--- config.mk ---
export PLATFORM = sky130hd
export DESIGN_NAME = opl3_operator
export DESIGN_NICKNAME = d
export VERILOG_FILES = /design/src/hw/opl3_reg_pkg.sv /design/src/hw/opl3_wave_pkg.sv /design/src/hw/opl3_operator.sv /design/src/hw/opl3_phase_gen.sv /design/src/hw/opl3_reg_decode.sv /design/src/hw/opl3_wave_out.sv
export VERILOG_INCLUDE_DIRS = /design/src /design/src/hw
export SDC_FILE = /design/constraint.sdc
export NUM_CORES = 1
export LEC_CHECK = 0
export BUFFER_PORTS_ARGS = -buffer_cell sky130_fd_sc_hd__buf_2
export CAP_MARGIN = 20
export CORE_UTILIZATION = 60
export DETAILED_ROUTE_END_ITERATION = 8
export MAX_ROUTING_LAYER = met4
export PLACE_DENSITY = 0.78
export RECOVER_POWER = 50
export REMOVE_ABC_BUFFERS = 1
export SLEW_MARGIN = 20
export SYNTH_ARGS = -nofsm -noshare
export SYNTH_HDL_FRONTEND = slang
export SYNTH_SLANG_ARGS = --single-unit
--- constraint.sdc ---
create_clock -name clk -period 4.35 [get_ports clk]
set_input_delay 0.435 -clock clk [delete_from_list [all_inputs] [get_ports clk]]
set_output_delay 0.435 -clock clk [all_outputs]
set_load 0.05 [all_outputs]
--- src/hw/opl3_macros.svh ---
`ifndef OPL3_MACROS_SVH
`define OPL3_MACROS_SVH

// ------------------------------
// Datapath widths
// ------------------------------

`define OPL_PHASE_W 20 // Phase accumulator width.
`define OPL_OUT_W 12 // Sample width.

// Sink buffer depth, which is also the number of credits at reset.
`define OPL_MAX_CREDITS 4

// ------------------------------
// Register map
// ------------------------------

`define OPL_ADDR_MULT 8'h20 // Bits 3:0 hold mult.
`define OPL_ADDR_FNUM_LO 8'hA0 // Low byte of fnum.

// fnum[9:8] in bits 1:0, block in bits 4:2, key-on in bit 5.
`define OPL_ADDR_FNUM_HI 8'hB0

`define OPL_ADDR_WS 8'hE0 // Bits 2:0 hold the waveform select.

`endif

--- src/hw/opl3_reg_pkg.sv ---
package opl3_reg_pkg;

    // ------------------------------
    // Operator parameter fields
    // ------------------------------

    // Frequency number, spread over two register writes.
    typedef logic [9:0] fnum_t;

    // Octave, applied as a left shift of fnum.
    typedef logic [2:0] block_t;

    // Multiplier code. The scale factor comes from a table,
    // not from the code itself.
    typedef logic [3:0] mult_t;

    // ------------------------------
    // Byte-wide write port
    // ------------------------------

    typedef logic [7:0] reg_addr_t; // Register address.
    typedef logic [7:0] reg_data_t; // Register data.

endpackage

--- src/hw/opl3_wave_pkg.sv ---
`include "opl3_macros.svh"

package opl3_wave_pkg;

    // Unsigned phase, wraps modulo 2**OPL_PHASE_W.
    typedef logic [`OPL_PHASE_W-1:0] phase_t;

    // Signed output sample.
    typedef logic signed [`OPL_OUT_W-1:0] sample_t;

    // Waveform select codes, in register order.
    typedef enum logic [2:0] {
        WS_SAW,     // Plain sawtooth.
        WS_HALF,    // Negative half removed.
        WS_ABS,     // Sign cleared.
        WS_QUARTER, // Sign cleared, second quarter removed.
        WS_ALT,     // Double rate, first half only.
        WS_ALT_ABS, // Double rate, first half, sign cleared.
        WS_SQUARE,  // Full-scale square.
        WS_INV      // Negated sawtooth.
    } wave_sel_e;

endpackage

--- src/hw/opl3_operator.sv ---
`timescale 1ns/1ps

module opl3_operator (
    input  logic                     clk,
    input  logic                     rst_n,
    input  logic                     wr_en,
    input  opl3_reg_pkg::reg_addr_t  wr_addr,
    input  opl3_reg_pkg::reg_data_t  wr_data,
    input  logic                     credit_return,
    output opl3_wave_pkg::sample_t   sample,
    output logic                     sample_valid
);

    import opl3_reg_pkg::*;
    import opl3_wave_pkg::*;

    // Decode to execute and result.
    fnum_t     fnum;
    block_t    block;
    mult_t     mult;
    logic      key_on;
    wave_sel_e ws;

    // Execute to result and back.
    phase_t phase;
    logic   phase_vld;
    logic   step;

    opl3_reg_decode u_reg_decode (
        .clk     (clk),
        .rst_n   (rst_n),
        .wr_en   (wr_en),
        .wr_addr (wr_addr),
        .wr_data (wr_data),
        .fnum    (fnum),
        .block   (block),
        .mult    (mult),
        .key_on  (key_on),
        .ws      (ws)
    );

    opl3_phase_gen u_phase_gen (
        .clk       (clk),
        .rst_n     (rst_n),
        .fnum      (fnum),
        .block     (block),
        .mult      (mult),
        .key_on    (key_on),
        .step      (step),
        .phase     (phase),
        .phase_vld (phase_vld)
    );

    opl3_wave_out u_wave_out (
        .clk           (clk),
        .rst_n         (rst_n),
        .key_on        (key_on),
        .ws            (ws),
        .phase         (phase),
        .phase_vld     (phase_vld),
        .credit_return (credit_return),
        .step          (step),
        .sample        (sample),
        .sample_valid  (sample_valid)
    );

endmodule

--- src/hw/opl3_phase_gen.sv ---
`timescale 1ns/1ps

module opl3_phase_gen (
    input  logic                    clk,
    input  logic                    rst_n,
    input  opl3_reg_pkg::fnum_t     fnum,
    input  opl3_reg_pkg::block_t    block,
    input  opl3_reg_pkg::mult_t     mult,
    input  logic                    key_on,
    input  logic                    step,
    output opl3_wave_pkg::phase_t   phase,
    output logic                    phase_vld
);

    import opl3_wave_pkg::*;

    // ------------------------------
    // Increment pipeline
    // ------------------------------

    phase_t     pre_mult;    // Stage 1: fnum shifted by block.
    phase_t     post_mult;   // Stage 2: scaled by the multiplier table.
    phase_t     phase_inc;   // Stage 3: increment used by the accumulator.
    logic [3:0] mult_factor;

    // Codes 10 to 15 come in pairs, 1 to 9 scale by themselves.
    always_comb begin
        unique case (mult)
            4'd10, 4'd11: mult_factor = 4'd10;
            4'd12, 4'd13: mult_factor = 4'd12;
            4'd14, 4'd15: mult_factor = 4'd15;
            default:      mult_factor = mult;
        endcase
    end

    always_ff @(posedge clk or negedge rst_n) begin
        if (!rst_n) begin
            pre_mult  <= '0;
            post_mult <= '0;
            phase_inc <= '0;
        end else begin
            pre_mult <= phase_t'(fnum) << block;
            if (mult == 4'd0) begin
                post_mult <= pre_mult >> 1; // Code 0 is one half.
            end else begin
                post_mult <= pre_mult * phase_t'(mult_factor); // Wraps to width.
            end
            phase_inc <= post_mult;
        end
    end

    // ------------------------------
    // Phase accumulator
    // ------------------------------

    phase_t acc;
    phase_t acc_cur;
    logic   key_on_q;
    logic   key_rise;

    assign key_rise = key_on && !key_on_q;

    // The first step after key-on may land in the edge cycle itself.
    assign acc_cur = key_rise ? '0 : acc;

    always_ff @(posedge clk or negedge rst_n) begin
        if (!rst_n) begin
            key_on_q  <= 1'b0;
            acc       <= '0;
            phase_vld <= 1'b0;
        end else begin
            key_on_q  <= key_on;
            phase_vld <= step;
            if (step) begin
                acc <= acc_cur + phase_inc;
            end else if (key_rise) begin
                acc <= '0;
            end
        end
    end

    // Phase sample, only meaningful with phase_vld.
    always_ff @(posedge clk) begin
        if (step) begin
            phase <= acc_cur;
        end
    end

    // Steps come from the result stage, which only issues them under key-on.
    a_vld_under_key_on: assert property (
        @(posedge clk) disable iff (!rst_n)
        phase_vld |-> $past(key_on)
    );

endmodule

--- src/hw/opl3_reg_decode.sv ---
`timescale 1ns/1ps
`include "opl3_macros.svh"

module opl3_reg_decode (
    input  logic                      clk,
    input  logic                      rst_n,
    input  logic                      wr_en,
    input  opl3_reg_pkg::reg_addr_t   wr_addr,
    input  opl3_reg_pkg::reg_data_t   wr_data,
    output opl3_reg_pkg::fnum_t       fnum,
    output opl3_reg_pkg::block_t      block,
    output opl3_reg_pkg::mult_t       mult,
    output logic                      key_on,
    output opl3_wave_pkg::wave_sel_e  ws
);

    import opl3_reg_pkg::*;
    import opl3_wave_pkg::*;

    // ------------------------------
    // Address match
    // ------------------------------

    logic sel_mult;
    logic sel_fnum_lo;
    logic sel_fnum_hi;
    logic sel_ws;

    assign sel_mult    = wr_en && (wr_addr == `OPL_ADDR_MULT);
    assign sel_fnum_lo = wr_en && (wr_addr == `OPL_ADDR_FNUM_LO);
    assign sel_fnum_hi = wr_en && (wr_addr == `OPL_ADDR_FNUM_HI);
    assign sel_ws      = wr_en && (wr_addr == `OPL_ADDR_WS);

    // ------------------------------
    // Operator registers
    // ------------------------------

    // Unmatched addresses fall through and leave every field as it was.
    always_ff @(posedge clk or negedge rst_n) begin
        if (!rst_n) begin
            fnum   <= '0;
            block  <= '0;
            mult   <= '0;
            key_on <= 1'b0;
            ws     <= WS_SAW;
        end else begin
            if (sel_mult) begin
                mult <= wr_data[3:0];
            end
            if (sel_fnum_lo) begin
                fnum[7:0] <= wr_data;
            end
            if (sel_fnum_hi) begin
                fnum[9:8] <= wr_data[1:0];
                block     <= wr_data[4:2];
                key_on    <= wr_data[5];
            end
            if (sel_ws) begin
                ws <= wave_sel_e'(wr_data[2:0]); // All eight codes are legal.
            end
        end
    end

    // A write with an unknown address could corrupt any field.
    a_wr_addr_known: assert property (
        @(posedge clk) disable iff (!rst_n)
        wr_en |-> !$isunknown(wr_addr)
    );

endmodule

--- src/hw/opl3_wave_out.sv ---
`timescale 1ns/1ps
`include "opl3_macros.svh"

module opl3_wave_out (
    input  logic                       clk,
    input  logic                       rst_n,
    input  logic                       key_on,
    input  opl3_wave_pkg::wave_sel_e   ws,
    input  opl3_wave_pkg::phase_t      phase,
    input  logic                       phase_vld,
    input  logic                       credit_return,
    output logic                       step,
    output opl3_wave_pkg::sample_t     sample,
    output logic                       sample_valid
);

    import opl3_wave_pkg::*;

    localparam int CRED_W = $clog2(`OPL_MAX_CREDITS + 1);
    localparam int PW     = `OPL_PHASE_W;
    localparam int OW     = `OPL_OUT_W;

    localparam sample_t MOST_POS = {1'b0, {(OW - 1){1'b1}}};
    localparam sample_t MOST_NEG = {1'b1, {(OW - 1){1'b0}}};

    // ------------------------------
    // Credit counter
    // ------------------------------

    logic [CRED_W-1:0] credit_cnt;

    assign step = key_on && (credit_cnt != '0);

    // An issue and a return in one cycle cancel out.
    always_ff @(posedge clk or negedge rst_n) begin
        if (!rst_n) begin
            credit_cnt <= CRED_W'(`OPL_MAX_CREDITS);
        end else if (step && !credit_return) begin
            credit_cnt <= credit_cnt - 1'b1;
        end else if (!step && credit_return) begin
            credit_cnt <= credit_cnt + 1'b1;
        end
    end

    // ------------------------------
    // Waveform shaping
    // ------------------------------

    sample_t saw;     // Top bits of the phase.
    sample_t saw_dbl; // Same at twice the rate.
    sample_t shaped;

    assign saw     = phase[PW-1 -: OW];
    assign saw_dbl = phase[PW-2 -: OW];

    always_comb begin
        unique case (ws)
            WS_SAW:     shaped = saw;
            WS_HALF:    shaped = saw[OW-1] ? '0 : saw;
            WS_ABS:     shaped = {1'b0, saw[OW-2:0]};
            WS_QUARTER: shaped = saw[OW-2] ? '0 : {1'b0, saw[OW-2:0]};
            WS_ALT:     shaped = saw[OW-1] ? '0 : saw_dbl;
            WS_ALT_ABS: shaped = saw[OW-1] ? '0 : {1'b0, saw_dbl[OW-2:0]};
            WS_SQUARE:  shaped = saw[OW-1] ? MOST_NEG : MOST_POS;
            WS_INV:     shaped = (saw == MOST_NEG) ? MOST_POS : -saw; // Saturate.
        endcase
    end

    always_ff @(posedge clk or negedge rst_n) begin
        if (!rst_n) begin
            sample_valid <= 1'b0;
        end else begin
            sample_valid <= phase_vld;
        end
    end

    always_ff @(posedge clk) begin
        if (phase_vld) begin
            sample <= shaped;
        end
    end

    // The sink may never hand back more credits than it was given.
    a_credit_max: assert property (
        @(posedge clk) disable iff (!rst_n)
        credit_cnt <= CRED_W'(`OPL_MAX_CREDITS)
    );

    // With no credit left and none returned, the next cycle stays idle.
    a_step_has_credit: assert property (
        @(posedge clk) disable iff (!rst_n)
        (credit_cnt == '0) && !credit_return |=> !step
    );

endmodule

=== Word-level counts from Yosys, hierarchy flattened ===
Index checks and enable logic that the tools add are counted.

* Add/sub/neg operators: 4
* Multipliers: 1
* Eq/ne operators: 18
* Shift operators: 1
* Muxes and demuxes: 13
* Reductions and logical operators: 18

{| class="wikitable"
|+ Operator list
! kind !! count
|-
| $pmux W12 S8 || 1
|-
| $mux W20 || 3
|-
| $mux W12 || 3
|-
| $eq A4 B4 Y1 const B || 6
|-
| $eq A8 B8 Y1 const B || 3
|-
| $mux W11 || 2
|-
| $add A20 B20 Y20 || 1
|-
| $mul A20 B4 Y20 || 1
|-
| $shl A10 B3 Y20 || 1
|-
| $eq A12 B12 Y1 const B || 1
|-
| $eq A3 B3 Y1 const B || 4
|-
| $neg A12 Y12 || 1
|-
| $pmux W4 S3 || 1
|-
| $mux W10 || 1
|-
| $eq A8 B6 Y1 const B || 1
|-
| $logic_and A1 B1 Y1 || 8
|-
| $eq A3 B2 Y1 const B || 2
|-
| $mux W3 || 2
|-
| $reduce_or A2 Y1 || 3
|-
| $logic_not A4 Y1 || 1
|-
| $add A3 B1 Y3 const B || 1
|-
| $eq A3 B1 Y1 const B || 1
|-
| $logic_not A1 Y1 || 3
|-
| $logic_not A3 Y1 || 1
|-
| other kinds (3) || 3
|}

* Flip-flop bits (word level): 139
* Output and inout bits: 13

=== Depth between registers and ports, before layout ===
Gate-level depths: netlist of run 1.

* Depth after elaboration: 6
* Gate-level depth with buffers: 15

=== Modules after synthesis ===
From an unflattened synthesis of run 1, not the netlist that was laid out.

* Cell total of the unflattened synthesis: 848
* Area total of the unflattened synthesis: 8654.6 um2

{| class="wikitable"
|+ Modules (own cells, without submodules)
! module !! times used !! cells each !! area an instance (um2) !! seq. area each (um2)
|-
| opl3_phase_gen || 1 || 644 || 6453.7 || 2577.5
|-
| opl3_wave_out || 1 || 152 || 1301.2 || 461.7
|-
| opl3_reg_decode || 1 || 52 || 899.6 || 525.5
|}

=== Least setup slack after synthesis of run 1 ===
No wires, ideal clock.

* Path type: register to register
* From: reg u_reg_decode.mult[3]
* To: reg u_phase_gen.post_mult[19]
* Setup time: 0.079 ns
* Arrival time: 3.702 ns
* Required time: 4.271 ns
* Path slack: 0.569 ns
* Cell stages (with the launch flop): 14
* Clock period less this slack: 3.781 ns
* Cells stage by stage: dfrtp_1 -> clkbuf_1 -> clkbuf_1 -> nand2_1 -> fa_1 -> inv_1 -> fa_1 -> ha_1 -> a211o_2 -> a211o_2 -> a41oi_2 -> o22ai_2 -> a221oi_2 -> mux2i_1

* Word-level cells in the longest chain between the ends: 5

{| class="wikitable"
|+ Ends and longest elaborated chain
! element !! RTL line !! text
|-
| start: declaration || opl3_reg_decode.sv:12 || <nowiki>output opl3_reg_pkg::mult_t mult,</nowiki>
|-
| start signal: assignment || opl3_reg_decode.sv:48 || <nowiki>mult <= wr_data[3:0];</nowiki>
|-
| $eq A4 B4 Y1 || opl3_phase_gen.sv:28 || <nowiki>unique case (mult)</nowiki>
|-
| $reduce_or A2 Y1 || opl3_phase_gen.sv:28 ||
|-
| $pmux W4 S3 || opl3_phase_gen.sv:28 ||
|-
| $mul A20 B4 Y20 || opl3_phase_gen.sv:46 || <nowiki>post_mult <= pre_mult * phase_t'(mult_factor);</nowiki>
|-
| $mux W20 * || opl3_phase_gen.sv:43 || <nowiki>if (mult == 4'd0) begin</nowiki>
|-
| end signal: assignment || opl3_phase_gen.sv:44 || <nowiki>post_mult <= pre_mult >> 1;</nowiki>
|-
| end signal: assignment || opl3_phase_gen.sv:46 ||
|-
| end: declaration || opl3_phase_gen.sv:22 || <nowiki>phase_t post_mult;</nowiki>
|}

Every way passes the cells marked *; elsewhere a longest branch is shown, timed or not.
A chain may end at the register's enable or synchronous reset.

=== Worst setup path after layout of run 1 ===
* From: reg u_reg_decode.mult[2]
* To: reg u_phase_gen.post_mult[17]

The elaborated chain is that of the path after synthesis.

==> results of run 1 <==
[power breakdown]
part           switching [uW]  total (uW)  internal (uW)
Clock                     509        1510           1010
Sequential               90.0        1460           1370
Combinational             328         532            204
[logic make-up (layout without fill, tap and decap cells)]
kind of cell	after synthesis	count (layout)
muxes	37	37
buffers and inverters	113	152
adders and majority gates	76	76
DFF	129	129
xor gates and xnor gates	29	29
and+or+nand+nor	284	284
AOI/OAI and AO/OA	200	200
[metrics by stage]
stage / hold WS, ps / instance area [um^2]
floorplan: 139 / 8240
global placement: 331 / 8680
detailed placement: 335 / 8680
CTS: 133 / 9310
global route: 238 / 9300
finish: 251 / 9300
[metal layers]
metal,GRT usage (%),wire [um],vias up
li1,-,-,3072
met1,30.1,7080,3132
met2,45.9,9090,213
met3,5.51,747,38
met4,10.4,388,0
met5,-,0,-
[state kept, by name, summed over array words and instances (netlist names), 3 cells and up]
register	count
u_phase_gen.acc	20
u_phase_gen.phase_inc	20
u_phase_gen.post_mult	20
u_phase_gen.pre_mult	17
u_phase_gen.phase	13
u_wave_out.sample	12
u_reg_decode.fnum	10
u_reg_decode.mult	4
u_reg_decode.block	3
u_reg_decode.ws	3
u_wave_out.credit_cnt	3
[placed cells by master, fill, tap and decap left out, types with 19 or more instances in the layout]
cell type	Yosys	layout
a21oi_1	49	49
and2_1	67	67
buf_2	0	31
dfrtp_1	103	103
edfxtp_1	25	25
fa_1	32	32
ha_1	44	44
inv_1	79	79
mux2_2	27	27
nand2_1	92	92
nand3_1	23	23
nor2_1	36	36
nor3_1	19	19
o21ai_0	53	53
[synthesized netlist by cell type, drive strengths merged, types with 7 or more instances]
master / count / area [um^2]
a211oi: 7 / 57.6
a21o: 11 / 82.6
a21oi: 49 / 245
and2: 67 / 419
and3: 7 / 43.8
clkbuf: 29 / 109
dfrtp: 103 / 2580
edfxtp: 25 / 751
fa: 32 / 641
ha: 44 / 551
inv: 79 / 297
mux2: 27 / 304
mux2i: 10 / 100
nand2: 92 / 345
nand2b: 8 / 50.1
nand3: 23 / 115
nand4: 7 / 43.8
nor2: 36 / 135
nor3: 19 / 95.1
o211ai: 8 / 60.1
o21a: 9 / 67.6
o21ai: 54 / 270
o22ai: 10 / 68.8
or3: 7 / 43.8
xnor2: 15 / 131
xor2: 14 / 123
[worst max-delay path: stages (launching register included)]
cell	delay, ps
dfrtp_1	710
nand2_1	170
fa_1	530
inv_1	50
fa_1	500
ha_1	330
a211o_2	380
a2111oi_0	510
nor2_1	210
a31oi_1	320
nand3_1	120
a21oi_1	150
[layout make-up]
type,count,area [um^2]
multi-input combinational,626,4590
fill,984,4100
sequential,129,3350
clock buffer,19,433
inverter,81,304
tap,176,220
timing repair buffer,39,208
clock inverter,13,191
[final timing paths]
kind	endpoint	slack [ps]	depth (start not counted)
min in group asynchronous	u_phase_gen.post_mult[1]$_DFF_PN0_	1160	1
setup reg to reg	u_phase_gen.post_mult[17]$_DFF_PN0_	310	11
max in group asynchronous	u_phase_gen.acc[18]$_DFF_PN0_	1270	1
setup / recovery	u_phase_gen.post_mult[17]$_DFF_PN0_	310	11
hold reg to reg	u_phase_gen.phase_inc[6]$_DFF_PN0_	340	0
hold / removal	u_reg_decode.fnum[6]$_DFFE_PN0P_	250	2
==> summary.txt, run 1 <==
Timing
  – Final setup fails: 0
  – Final worst path period share: 93.0%
  – Minimum clock period: 4040 ps
  – Final Hold Fails: 0
  – Worst-margin pin slew: 3400 ps
  – Post-route setup slack: 307 ps
  – Clock skew: 6.47 ps
  – Max-slew headroom: -127%
  – Fmax achieved: 247 MHz
  – Setup_tns: 0 ps
  – Unrepaired setup endpoints after global routing: false
  – Slew Viols, Final: 64

Setup path
  – CP startpoint: u_reg_decode.mult[2]$_DFFE_PN0P_
  – CP Capture Type: flop
  – Required time worst endpoint: 4690 ps
  – Worst Setup Start Kind: flop
  – CP Max Fanout: 22
  – FF-to-FF Start: u_reg_decode.mult[2]$_DFFE_PN0P_
  – Kind of critical path: flop to flop
  – Arr. time, crit path: 4390 ps

Cells and area
  – Fin util: 69.4%
  – Final #Nets: 990
  – Share of cells above drive strength 1: 11.8%
  – Diodes inserted: 0
  – Final non-filler cell total: 1083
  – Layout area overhead: 11.3%

Global route
  – Vias in the first global route: 6394
  – First-pass GRT wire length: 29.2 mm
  – Largest net degree at the start of global routing: 64
  – Global Route Usage Sum: 26.6%
  – Grt ovf: 0
  – Initial antenna violation count: 0

Detailed routing
  – Detailed Route WL: 17.3 mm
  – DRC: 0
  – Post-detailed-route wirelength per cell: 16.0 um
  – Post-DRT Antenna Nets: 0
  – Vias per inst: 5.96
  – Initial DRC Count: 340
  – Vias after detailed routing: 6455
  – Number of detailed-route iterations in the first pass: 5

Yosys
  – Sequential element share of the synthesized area: 40.1%
  – Syn Inst Count: 868
  – Most used flip-flop cell after synthesis: dfrtp_1
  – Adder and majority cell fraction of the synthesized area: 14.3%
  – Mux cell area share after synthesis: 4.84%
  – Synthesized area: 0.00836 mm^2
  – Post-synthesis compound-gate area fraction: 15.6%
  – Avg Cell Area, Syn: 9.63 um^2
  – Largest family of logic cells by synthesized area: simple AND/OR/NAND/NOR gates
  – Simple-Gate Fraction of Synth Area: 17.1%
  – Number of synthesized flops with an enable pin: 25
  – Synth Warn #: 0
  – Synth Area in XOR/XNOR: 3.04%
  – Yosys cell types: 66
  – Synthesized flop and latch total: 129
  – Asr flop ratio synth: 80.6%

CTS
  – CTS tree: done
  – Hold buffer count at cts: 0
  – # resized after CTS: 0
  – CTS HTree Levels: 4
  – Worst-skew pair later-pin latency: 420 ps
  – Longest Clk Path Bufs: 2
  – Worst-path clk slew: 50 ps
  – CTS root buffer: clkbuf_16
  – Post-CTS setup buffers: 0
  – CTS Buf Count: 17
  – Clk sinks: 129

Placed design
  – Dpl ws: 368 ps
  – Input/output buffers: 32
  – Placer Congestion: 0.942
  – DP Cell Count: 1051
  – DP HPWL: 12.6 mm

Floorplanning
  – DIE WIDTH: 120 um
  – Core ar.: 0.0134 mm^2
  – Die footprint: 0.0144 mm^2
  – Die height: 120 um
  – Row count: 42
  – Boundary Pins: 33
  – Initial Utilization: 62.4%

Power and ir drop
  – VDD IR max: 0.281 mV
  – Power per Cell Area: 377 mW/mm^2
  – Leakage: 0.00436 uW
  – Total design power: 3500 uW

Min path
  – Hold Path Class: primary input to flop
  – Hold_sp: wr_data[6]

Flow run
  – Max cap viols: 1

Run status
  – Failing checks: max-capacitance violations, max-slew violations
  – Status: finished, violations left
Power figures use the tool's default switching activity.
==> run 2: changes to the inputs <==
--- a/config.mk
+++ b/config.mk
@@ -12,7 +12,7 @@
 export DETAILED_ROUTE_END_ITERATION = 8
 export MAX_ROUTING_LAYER = met4
 export PLACE_DENSITY = 0.78
-export RECOVER_POWER = 50
+export RECOVER_POWER = 100
 export REMOVE_ABC_BUFFERS = 1
 export SLEW_MARGIN = 20
 export SYNTH_ARGS = -nofsm -noshare
==> summary.txt, run 2 (synthesized netlist as in run 1, its figures left out) <==
Run status
  – Status: finished, violations left
  – Failing checks: max-capacitance violations, max-slew violations

Detailed routing
  – Vias after detailed routing: 6463 (+0.12%)
  – Detailed Route WL: 17.4 mm (+0.42%)
  – Post-detailed-route wirelength per cell: 16.0 um (+0.42%)
  – Number of detailed-route iterations in the first pass: 5 (unchanged)
  – Post-DRT Antenna Nets: 0 (unchanged)
  – Vias per inst: 5.97 (+0.12%)
  – DRC: 0 (unchanged)
  – Initial DRC Count: 350 (+2.9%)

Min path
  – Hold Path Depth: 2 (unchanged)
  – Hold Path Class: primary input to flop

CTS
  – CTS root buffer: clkbuf_16
  – Worst-path clk slew: 50 ps (about the same)
  – Worst-skew pair later-pin latency: 420 ps (about the same)
  – Hold buffer count at cts: 0 (unchanged)
  – Clk sinks: 129 (unchanged)
  – CTS tree: done
  – CTS HTree Levels: 4 (unchanged)
  – Longest Clk Path Bufs: 2 (unchanged)
  – CTS Buf Count: 17 (unchanged)
  – Post-CTS setup buffers: 0 (unchanged)
  – # resized after CTS: 0 (unchanged)

Cells and area
  – Most frequent cells in the layout: dfrtp_1 (103), nand2_1 (92), inv_1 (79)
  – Final #Nets: 990 (unchanged)
  – Fin util: 69.1% (-0.31 points)
  – Share of cells above drive strength 1: 9.59% (-2.2 points)
  – Most common cell after layout, fill and taps aside: dfrtp_1
  – Diodes inserted: 0 (unchanged)
  – Layout area overhead: 10.8%
  – Largest regs: u_phase_gen.acc: 20 flops, u_phase_gen.phase_inc: 20 flops, u_phase_gen.post_mult: 20 flops

Global route
  – Global Route Usage Sum: 26.6% (unchanged)
  – Largest net degree at the start of global routing: 64 (unchanged)
  – Grt ovf: 0 (unchanged)
  – Vias in the first global route: 6394 (unchanged)
  – First-pass GRT wire length: 29.2 mm (unchanged)
  – Initial antenna violation count: 0 (unchanged)

Flow run
  – Max cap viols: 1 (unchanged)

Floorplanning
  – Row count: 42 (unchanged)
  – Boundary Pins: 33 (unchanged)
  – Die height: 120 um (unchanged)
  – Core ar.: 0.0134 mm^2 (unchanged)
  – DIE WIDTH: 120 um (unchanged)
  – Initial Utilization: 62.4% (unchanged)
  – Die footprint: 0.0144 mm^2 (unchanged)

Timing
  – Final worst path period share: 93.5% (+0.56 points)
  – Unrepaired setup endpoints after global routing: false
  – Max-slew headroom: -128% (-1.2 points)
  – Slew Viols, Final: 64 (unchanged)
  – Minimum clock period: 4070 ps (+24.2 ps)
  – Hold slack final: 251 ps (-0.118 ps)
  – Fmax achieved: 246 MHz (-0.60%)
  – Final setup fails: 0 (unchanged)
  – Post-route setup slack: 282 ps (-24.2 ps)
  – Clock skew: 6.99 ps (+0.523 ps)
  – Final Hold Fails: 0 (unchanged)
  – Worst-margin pin slew: 3420 ps (+18.3 ps)

Setup path
  – Kind of critical path: flop to flop
  – Required time worst endpoint: 4690 ps (about the same)
  – CP Max Fanout: 22 (unchanged)
  – Slowest cell on crit path: dfrtp_1
  – Worst Setup Start Kind: flop
  – Arr. time, crit path: 4410 ps (+20 ps)
  – Max stage delay on crit path: 600 ps (-110 ps)
  – Crit path cell chain: and2_0 > fa_1 > inv_1 > fa_1 > inv_1 > ha_1 > a21o_1 > or4_4 > a41oi_2 > o22ai_2 > a221oi_2 > mux2i_1
  – Reg2Reg Depth: 12 (+1)
  – CP Capture Type: flop

Placed design
  – DP HPWL: 12.6 mm (unchanged)
  – Input/output buffers: 32 (unchanged)
  – Placer Congestion: 0.942 (unchanged)
  – Dpl ws: 368 ps (unchanged)

Power and ir drop
  – Leakage: 0.00431 uW (-1.3%)
  – Power per Cell Area: 377 mW/mm^2 (about the same)
  – Total design power: 3490 uW (-0.36%)
  – VDD IR max: 0.281 mV (about the same)
## run 2: changes by cell type in the layout (fill, tap and decap cells not counted), sizes merged
cell and delta:
buf -14, clkbuf +14
## run 2: final cells by class
| type | instances | area, um^2 |
|---|---|---|
| Clock buffer | 19 | 433 |
| Clock inverter | 13 | 191 |
| Fill cell | 1002 | 4140 |
| Inverter | 81 | 304 |
| Multi-Input combinational cell | 626 | 4570 |
| Sequential cell | 129 | 3350 |
| Tap cell | 176 | 220 |
| Timing Repair Buffer | 39 | 188 |
## run 2: per-layer routing
layer | part of all wire [%] | track usage (%) | up-vias
met5 | 0 | - | -
met4 | 1.9 | 10.4 | 0
met3 | 5.1 | 5.51 | 34
met2 | 53 | 45.9 | 228
met1 | 40 | 30.1 | 3138
li1 | - | - | 3063
## run 2: critical path: cells and delay by family (launching register included)
family / cells / cell delay, ps
adders and majority gates: 3 / 1390
AOI/OAI and AO/OA: 4 / 970
and+or+nand+nor: 2 / 710
DFF: 1 / 600
muxes: 1 / 210
buffers and inverters: 2 / 90
## run 2: final timing paths
kind	from	endpoint	slack, ps
max reg2reg	u_reg_decode.mult[2]$_DFFE_PN0P_	u_phase_gen.post_mult[19]$_DFF_PN0_	280
min in group asynchronous	rst_n	u_phase_gen.post_mult[1]$_DFF_PN0_	1170
max	u_reg_decode.mult[2]$_DFFE_PN0P_	u_phase_gen.post_mult[19]$_DFF_PN0_	280
min reg2reg	u_phase_gen.post_mult[6]$_DFF_PN0_	u_phase_gen.phase_inc[6]$_DFF_PN0_	340
min	wr_data[6]	u_reg_decode.fnum[6]$_DFFE_PN0P_	250
max in group asynchronous	rst_n	u_phase_gen.acc[18]$_DFF_PN0_	1250
## run 2: power breakdown
part	internal, uW	switching (uW)	total, uW	leakage (uW)
clock network	1010	509	1510	0.000301
logic	199	328	527	0.00238
registers	1370	83.3	1450	0.00163
## run 2: stage by stage
stage	cells	setup TNS (ps)	cell area, um^2
2_1_floorplan	836	-1330	8240
4_1_cts	1083	0	9310
6_report	1083	0	9260
5_1_grt	1083	0	9260
3_5_place_dp	1051	0	8680
3_3_place_gp	1051	0	8680
